<file path="config.mk">
export PLATFORM = sky130hd
export DESIGN_NAME = branch_predict_top
export DESIGN_NICKNAME = d
export VERILOG_FILES = /design/src/bp_pkg.sv /design/src/branch_predict_top.sv /design/src/branch_resolver.sv /design/src/branch_target_buffer.sv /design/src/fetch_pc_gen.sv /design/src/fetch_queue.sv
export SDC_FILE = /design/constraint.sdc
export NUM_CORES = 1
export LEC_CHECK = 0
export ABC_AREA = 1
export CELL_PAD_IN_SITES_DETAIL_PLACEMENT = 1
export CELL_PAD_IN_SITES_GLOBAL_PLACEMENT = 1
export CORE_MARGIN = 2
export CORE_UTILIZATION = 50
export CTS_CLUSTER_DIAMETER = 50
export DETAILED_ROUTE_END_ITERATION = 10
export DONT_BUFFER_PORTS = 1
export HOLD_SLACK_MARGIN = 0.05
export PLACE_DENSITY = 0.82
export SLEW_MARGIN = 20
export SYNTH_ARGS = -nofsm -noshare
export SYNTH_HDL_FRONTEND = slang
export SYNTH_SLANG_ARGS = --single-unit
</file>
<file path="constraint.sdc">
create_clock -name clk -period 6.1 [get_ports clk]
set_input_delay 0.61 -clock clk [delete_from_list [all_inputs] [get_ports clk]]
set_output_delay 0.61 -clock clk [all_outputs]
set_load 0.02 [all_outputs]
</file>
<file path="src/bp_pkg.sv">
package bp_pkg;

	// instruction address width, fixed for the whole front end
	localparam int word_width = 16;

	// one instruction address
	typedef logic [word_width-1:0] pc_t;

	// per-entry 2-bit saturating branch counter
	// 0 strong not taken, 1 weak not taken
	// 2 weak taken, 3 strong taken
	typedef logic [1:0] sat_cnt_t;

	// predict taken at or above this value
	// also the start value for a newly allocated taken branch
	localparam sat_cnt_t cnt_weak_taken = 2'd2;

	// start value for a newly allocated not-taken branch
	localparam sat_cnt_t cnt_weak_not_taken = 2'd1;

endpackage

</file>
<file path="src/branch_predict_top.sv">
`timescale 1ns/1ns

module branch_predict_top #(
	parameter int idx_bits = 4,
	parameter int queue_depth = 4
) (
	input logic clk,
	input logic reset_n,
	// resolve strobe and outcome of the oldest instruction
	input logic resolve_en,
	input logic is_branch,
	input logic actual_taken,
	input bp_pkg::pc_t actual_target,
	// fetch stream
	output bp_pkg::pc_t fetch_pc,
	output logic fetch_valid,
	// oldest in-flight instruction
	output logic resolve_valid,
	output bp_pkg::pc_t resolve_pc,
	// redirect on mispredict
	output logic flush,
	output bp_pkg::pc_t redirect_pc
);

	import bp_pkg::*;

	// btb answer
	logic predict_taken;
	pc_t predict_target;

	// fetch to queue
	pc_t push_next;
	logic full;

	// queue to resolver
	logic not_empty;
	pc_t head_pc;
	pc_t head_next;
	logic pop;

	// resolver to btb
	logic train_en;
	pc_t train_pc;
	logic train_taken;
	pc_t train_target;

	branch_target_buffer #(
		.idx_bits(idx_bits)
	) btb0 (
		.clk(clk),
		.reset_n(reset_n),
		.lookup_pc(fetch_pc),
		.predict_taken(predict_taken),
		.predict_target(predict_target),
		.train_en(train_en),
		.train_pc(train_pc),
		.train_taken(train_taken),
		.train_target(train_target)
	);

	fetch_pc_gen pc_gen0 (
		.clk(clk),
		.reset_n(reset_n),
		.predict_taken(predict_taken),
		.predict_target(predict_target),
		.full(full),
		.flush(flush),
		.redirect_pc(redirect_pc),
		.fetch_pc(fetch_pc),
		.fetch_valid(fetch_valid),
		.push_next(push_next)
	);

	// fetch_valid doubles as the push strobe
	fetch_queue #(
		.queue_depth(queue_depth)
	) queue0 (
		.clk(clk),
		.reset_n(reset_n),
		.push(fetch_valid),
		.push_pc(fetch_pc),
		.push_next(push_next),
		.pop(pop),
		.flush(flush),
		.full(full),
		.not_empty(not_empty),
		.head_pc(head_pc),
		.head_next(head_next)
	);

	branch_resolver resolver0 (
		.resolve_en(resolve_en),
		.is_branch(is_branch),
		.actual_taken(actual_taken),
		.actual_target(actual_target),
		.head_pc(head_pc),
		.head_next(head_next),
		.pop(pop),
		.flush(flush),
		.redirect_pc(redirect_pc),
		.train_en(train_en),
		.train_pc(train_pc),
		.train_taken(train_taken),
		.train_target(train_target)
	);

	assign resolve_valid = not_empty;
	assign resolve_pc = head_pc;

endmodule

</file>
<file path="src/branch_resolver.sv">
`timescale 1ns/1ns

module branch_resolver (
	// outcome of the oldest in-flight instruction
	input logic resolve_en,
	input logic is_branch,
	input logic actual_taken,
	input bp_pkg::pc_t actual_target,
	// oldest queue entry
	input bp_pkg::pc_t head_pc,
	input bp_pkg::pc_t head_next,
	output logic pop,
	output logic flush,
	output bp_pkg::pc_t redirect_pc,
	// predictor training request
	output logic train_en,
	output bp_pkg::pc_t train_pc,
	output logic train_taken,
	output bp_pkg::pc_t train_target
);

	import bp_pkg::*;

	pc_t actual_next;
	logic mispredict;

	// where execution really goes after the head instruction
	assign actual_next = (is_branch && actual_taken) ? actual_target : head_pc + 1'b1;

	// compare with what fetch assumed when it queued the entry
	assign mispredict = (actual_next != head_next);

	// every resolve retires the head
	assign pop = resolve_en;

	// wrong path fetched, restart fetch at the real next pc
	assign flush = resolve_en && mispredict;
	assign redirect_pc = actual_next;

	// only branches touch the btb
	assign train_en = resolve_en && is_branch;
	assign train_pc = head_pc;
	assign train_taken = actual_taken;
	// target is stored even when not taken so a later taken resolve can use it
	assign train_target = actual_target;

endmodule

</file>
<file path="src/branch_target_buffer.sv">
`timescale 1ns/1ns

module branch_target_buffer #(
	parameter int idx_bits = 4
) (
	input logic clk,
	input logic reset_n,
	// lookup side, driven by the fetch pc
	input bp_pkg::pc_t lookup_pc,
	output logic predict_taken,
	output bp_pkg::pc_t predict_target,
	// training side, driven by the resolver
	input logic train_en,
	input bp_pkg::pc_t train_pc,
	input logic train_taken,
	input bp_pkg::pc_t train_target
);

	import bp_pkg::*;

	localparam int entries = 1 << idx_bits;
	// tag is whatever is left above the index bits
	localparam int tag_bits = word_width - idx_bits;

	// per-entry state
	logic [entries-1:0] valid_q;
	sat_cnt_t [entries-1:0] cnt_q;
	logic [tag_bits-1:0] tag_q [entries];
	pc_t target_q [entries];

	logic [idx_bits-1:0] lookup_idx;
	logic [tag_bits-1:0] lookup_tag;
	logic lookup_hit;

	logic [idx_bits-1:0] train_idx;
	logic [tag_bits-1:0] train_tag;
	logic train_hit;

	// split the lookup pc into index and tag
	assign lookup_idx = lookup_pc[idx_bits-1:0];
	assign lookup_tag = lookup_pc[word_width-1:idx_bits];
	assign lookup_hit = valid_q[lookup_idx] && (tag_q[lookup_idx] == lookup_tag);

	// taken only on a hit with the counter at weak taken or above
	assign predict_taken = lookup_hit && (cnt_q[lookup_idx] >= cnt_weak_taken);
	// target is only meaningful together with predict_taken
	assign predict_target = target_q[lookup_idx];

	// same split for the pc being trained
	assign train_idx = train_pc[idx_bits-1:0];
	assign train_tag = train_pc[word_width-1:idx_bits];
	assign train_hit = valid_q[train_idx] && (tag_q[train_idx] == train_tag);

	// valid bits and counters
	always_ff @(posedge clk) begin
		if (!reset_n) begin
			valid_q <= '0;
			cnt_q <= '0;
		end else if (train_en) begin
			valid_q[train_idx] <= 1'b1;
			if (!train_hit) begin
				// allocate, counter starts on the weak side of the outcome
				cnt_q[train_idx] <= train_taken ? cnt_weak_taken : cnt_weak_not_taken;
			end else if (train_taken) begin
				// count up, saturate at 3
				if (cnt_q[train_idx] != 2'd3) begin
					cnt_q[train_idx] <= cnt_q[train_idx] + 2'd1;
				end
			end else begin
				// count down, saturate at 0
				if (cnt_q[train_idx] != 2'd0) begin
					cnt_q[train_idx] <= cnt_q[train_idx] - 2'd1;
				end
			end
		end
	end

	// tags and targets
	// on a hit the tag is rewritten with the same value
	always_ff @(posedge clk) begin
		if (train_en) begin
			tag_q[train_idx] <= train_tag;
			target_q[train_idx] <= train_target;
		end
	end

endmodule

</file>
<file path="src/fetch_pc_gen.sv">
`timescale 1ns/1ns

module fetch_pc_gen (
	input logic clk,
	input logic reset_n,
	// btb answer for the current fetch pc
	input logic predict_taken,
	input bp_pkg::pc_t predict_target,
	// queue back-pressure
	input logic full,
	// redirect from the resolver
	input logic flush,
	input bp_pkg::pc_t redirect_pc,
	output bp_pkg::pc_t fetch_pc,
	output logic fetch_valid,
	output bp_pkg::pc_t push_next
);

	import bp_pkg::*;

	pc_t pc_q;
	pc_t next_pc;

	// predicted next pc, btb target or fall through
	assign next_pc = predict_taken ? predict_target : pc_q + 1'b1;

	// a fetch happens while the queue has room and no redirect is pending
	// this is also the queue push strobe
	assign fetch_valid = !full && !flush;

	assign fetch_pc = pc_q;
	// the prediction travels with the pc so the resolver can check it
	assign push_next = next_pc;

	always_ff @(posedge clk) begin
		if (!reset_n) begin
			pc_q <= '0;
		end else if (flush) begin
			// mispredict, restart at the actual next pc
			pc_q <= redirect_pc;
		end else if (fetch_valid) begin
			pc_q <= next_pc;
		end
		// otherwise hold under back-pressure
	end

endmodule

</file>
<file path="src/fetch_queue.sv">
`timescale 1ns/1ns

module fetch_queue #(
	parameter int queue_depth = 4
) (
	input logic clk,
	input logic reset_n,
	input logic push,
	input bp_pkg::pc_t push_pc,
	input bp_pkg::pc_t push_next,
	input logic pop,
	input logic flush,
	output logic full,
	output logic not_empty,
	output bp_pkg::pc_t head_pc,
	output bp_pkg::pc_t head_next
);

	import bp_pkg::*;

	// keep the pointers at least one bit wide for a depth of 1
	localparam int ptr_bits = (queue_depth > 1) ? $clog2(queue_depth) : 1;
	localparam int cnt_bits = $clog2(queue_depth + 1);
	localparam logic [ptr_bits-1:0] last_slot = ptr_bits'(queue_depth - 1);

	// payload storage, fetched pc and its predicted next pc
	pc_t pc_mem [queue_depth];
	pc_t next_mem [queue_depth];

	logic [ptr_bits-1:0] rd_ptr;
	logic [ptr_bits-1:0] wr_ptr;
	logic [cnt_bits-1:0] count;

	logic do_push;
	logic do_pop;

	assign full = (count == cnt_bits'(queue_depth));
	assign not_empty = (count != '0);

	// flush drops this cycle's push as well
	assign do_push = push && !full && !flush;
	assign do_pop = pop && not_empty;

	assign head_pc = pc_mem[rd_ptr];
	assign head_next = next_mem[rd_ptr];

	always_ff @(posedge clk) begin
		if (!reset_n) begin
			rd_ptr <= '0;
			wr_ptr <= '0;
			count <= '0;
		end else if (flush) begin
			// everything in flight is on the wrong path
			rd_ptr <= '0;
			wr_ptr <= '0;
			count <= '0;
		end else begin
			if (do_push) begin
				wr_ptr <= (wr_ptr == last_slot) ? '0 : wr_ptr + 1'b1;
			end
			if (do_pop) begin
				rd_ptr <= (rd_ptr == last_slot) ? '0 : rd_ptr + 1'b1;
			end
			// push and pop together leave the count alone
			case ({do_push, do_pop})
				2'b10: count <= count + 1'b1;
				2'b01: count <= count - 1'b1;
				default: count <= count;
			endcase
		end
	end

	always_ff @(posedge clk) begin
		if (do_push) begin
			pc_mem[wr_ptr] <= push_pc;
			next_mem[wr_ptr] <= push_next;
		end
	end

endmodule

</file>
==> impl_metrics.tcl <==
set metrics [dict create \
    grt_pass1_vias 25822 \
    peakVddDrop_mv 0.2617 \
    clkPwrFrac 0.426 \
    synth_edf_count 576 \
    numCtsBuffers 80 \
    syn_nets 3121 \
    start_util 0.5031 \
    grt_util_met3 0.07395 \
    cpPeakStageDelay_ps 510 \
    routedWlPerCell_um 27.52 \
    yosysUniqueCellTypes 40 \
    clockBufferDepth 3 \
    crit_arrival_ps 5060 \
    worstMarginPinSlew_ps 1259 \
    power_switching_mw 3.151 \
    insertion_delay_ps 650 \
    ys_warn_count 0 \
    synth_top_area_cell "edfxtp_1" \
    syn-mean-instance-area_sq_um 9.803 \
    grt-busiest-layer "met2" \
    worstPathRequired_ps 5490 \
    postCtsSetupBuffers 0 \
    gr-usage-all-layers 0.3384 \
    fin_crit_sh 0.9291 \
    synthFlopType "edfxtp_1" \
    synth_top_area_frac 0.5717 \
    layout.nets 3084 \
    static-leakage-power_nw 12.61 \
    internal-power_mw 8.106 \
    drive_gt1_frac 0.08382 \
    ys_top_cells_by_count "765 x nand2_1, 576 x edfxtp_1, 307 x nor2_1" \
    period_minus_slack_ps 5667 \
    path_delay_family "simple AND/OR/NAND/NOR gates" \
    slew_headroom 0.1597 \
    htree_levels 3 \
    insertedDiodeCount 0 \
    root_buffer "clkbuf_16" \
    synth_xor_area_frac 0.004632 \
    first_pass_iters 7 \
    wl_um 107200 \
    viasPerCell 6.282 \
    hpwl_um 62940 \
    yosysMostFrequentCell "nand2_1" \
    synth_top_family_by_area "simple AND/OR/NAND/NOR gates" \
    grt_pass1_wl_um 157900 \
    cp_num_buf_inv 4 \
    holdCritPathClass "input pin to register" \
    synth-async-reset-ratio 0 \
    combPwrFrac 0.126 \
    die_area_sq_mm 0.06249 \
    ant_nets 0 \
    synth_mux_area_frac 0 \
    yosysSeqAreaShare 0.6227 \
    finalMaxSlewViolations 0 \
    drcViolationCount 0 \
    yosys.area_share.simple 0.1894 \
    drtIter0Drc 2406 \
    grt_max_degree 178 \
    fin_tns_setup_ps 0 \
    seqPwrFrac 0.448 \
    cts_tree "built" \
    crit_path_start_kind "register" \
    cts.sinks 653 \
    finalClockSkew_ps 26.48 \
    path_class "register to primary output" \
    p_per_area_mw_per_mm2 335.7 \
    antenna_found_initial 3 \
    vias 24476 \
    outcome "complete, no violations" \
    fmax_mhz 176.4 \
    crit_slowest_cell "buf_4" \
    die_h_um 250.0 \
    synthesis.area_sq_mm 0.03025 \
    critPathCaptureType "primary output" \
    drv_cap 0 \
    syn_inst 3086 \
    ys_seq_elements 653 \
    num_rows 90 \
    rsz0062_at_grt "no" \
    fin_hold_ws_ps 65.10 \
    switching_share 0.2799 \
    gp_congestion 0.9532 \
    core_area_sq_mm 0.06013 \
    port_buffers 0 \
    hold_viol 0 \
    cp_cell_sequence "inv_2 -> nand2_1 -> nand3_2 -> nand2_8 -> inv_2 -> buf_4 -> nand3_2 -> o21ai_0 -> nand3_1 -> nand2_1 -> nand2_1 -> a21oi_1 -> nand3_1 -> nor2_2 -> nand2_2 -> nand2_4 -> nand2_2 -> inv_2" \
    yosys.area_share.adder 0.006038 \
    area_delta_synth_final_pct 10.83 \
    grtUsageMet2 0.5639 \
    ioPinCount 72 \
    grt_overflow_total 0 \
    finalSetupViolCount 0 \
    synthTopCellsByArea "edfxtp_1 57%, nand2_1 9.5%, dfxtp_1 5.1%, nand3_1 4.3%, o21ai_0 4.0%" \
    grt_util_met1 0.4049 \
    synth_compound_area_frac 0.1169 \
    die_w_um 250.0 \
    cts.clk_slew.worst_paths_ps 60 \
    worstPathMaxFanout 42 \
]
-- state kept, by name, indices dropped and copies added, names as in the netlist, 3 cells and up, named ones only --
| signal | flops |
|---|---|
| btb0.valid_q | 16 |
| btb0.tag_q | 192 |
| queue0.pc_mem | 64 |
| btb0.cnt_q | 32 |
| btb0.target_q | 256 |
| pc_gen0.fetch_pc | 16 |
| queue0.next_mem | 64 |
| queue0.count | 3 |
-- placed cells by master, fill, tap and decap left out, drive strengths merged, types with 15 or more instances in the layout --
cell and n:
xor2 15, buf 53, o221ai 47, nand3 266, nor2 321, nand2 775
inv 248, clkinv 31, o21ai 297, o211ai 118, a21oi 91, dfxtp 77
o22ai 21, clkbuf 99, edfxtp 576
-- stage by stage --
step / area, sq um / setup slack (ps) / power, mW / instances / utilization
after floorplan: 30250 / 1036 / 5.995 / 3086 / -
after global placement: 30820 / 1121 / 6.402 / 3742 / 0.5125
after detailed placement: 30820 / 858.2 / 6.477 / 3742 / 0.5125
after CTS: 33520 / 512.4 / 11.22 / 3896 / 0.5575
after global routing: 33530 / 140.3 / 11.51 / 3896 / 0.5576
final: 33530 / 432.6 / 11.26 / 3896 / 0.5576
-- power by group through the flow --
stage	sequential, mW	clock (mW)	combinational (mW)
2_1_floorplan	5.11	0	0.887
3_3_place_gp	5.13	0	1.27
3_5_place_dp	5.14	0	1.34
4_1_cts	5.04	4.80	1.38
5_1_grt	5.05	4.95	1.51
6_report	5.05	4.79	1.42
-- worst paths after layout --
kind / cells after the start / to / from / slack, ps
setup / recovery: 18 / fetch_valid / register / 430
hold / removal: 0 / btb0.target_q[9][13]$_DFFE_PP_ / actual_target[13] / 70
setup reg to reg: 27 / queue0.count[2]$_SDFFE_PP0P_ / register / 630
hold reg to reg: 2 / btb0.cnt_q[22]$_SDFFE_PN0P_ / btb0.cnt_q[22]$_SDFFE_PN0P_ / 490
-- area by class of cell --
type | instances | area (sq um)
clock buffer | 99 | 2146
clock inverter | 48 | 491.7
fill | 6594 | 26600
inverter | 243 | 915.9
multi-input combinational | 2011 | 9639
sequential | 653 | 18850
tap | 782 | 978.4
timing repair buffer | 60 | 509.2
-- per-layer routing --
| layer | wire length [um] | up-vias | part of all wire |
|---|---|---|---|
| met5 | 11 | - | 0.00010 |
| met4 | 6672 | 2 | 0.062 |
| met3 | 9227 | 416 | 0.086 |
| met2 | 51350 | 1259 | 0.48 |
| met1 | 39940 | 12191 | 0.37 |
| li1 | - | 10608 | - |
-- kinds of logic after synthesis --
group	Yosys count
compound gates	592
simple gates	1389
fa+ha+maj	14
buf+inv	422
flops	653
xor+xnor	16
-- what timing repair did --
item / CTS / global route
hold buffers: 7 / 0
setup endpoints to repair: 0 / 0
endpoints found under the hold margin: 89 / 0
resized for setup: 0 / 0
Note: power is estimated with default switching activity, not from simulation.
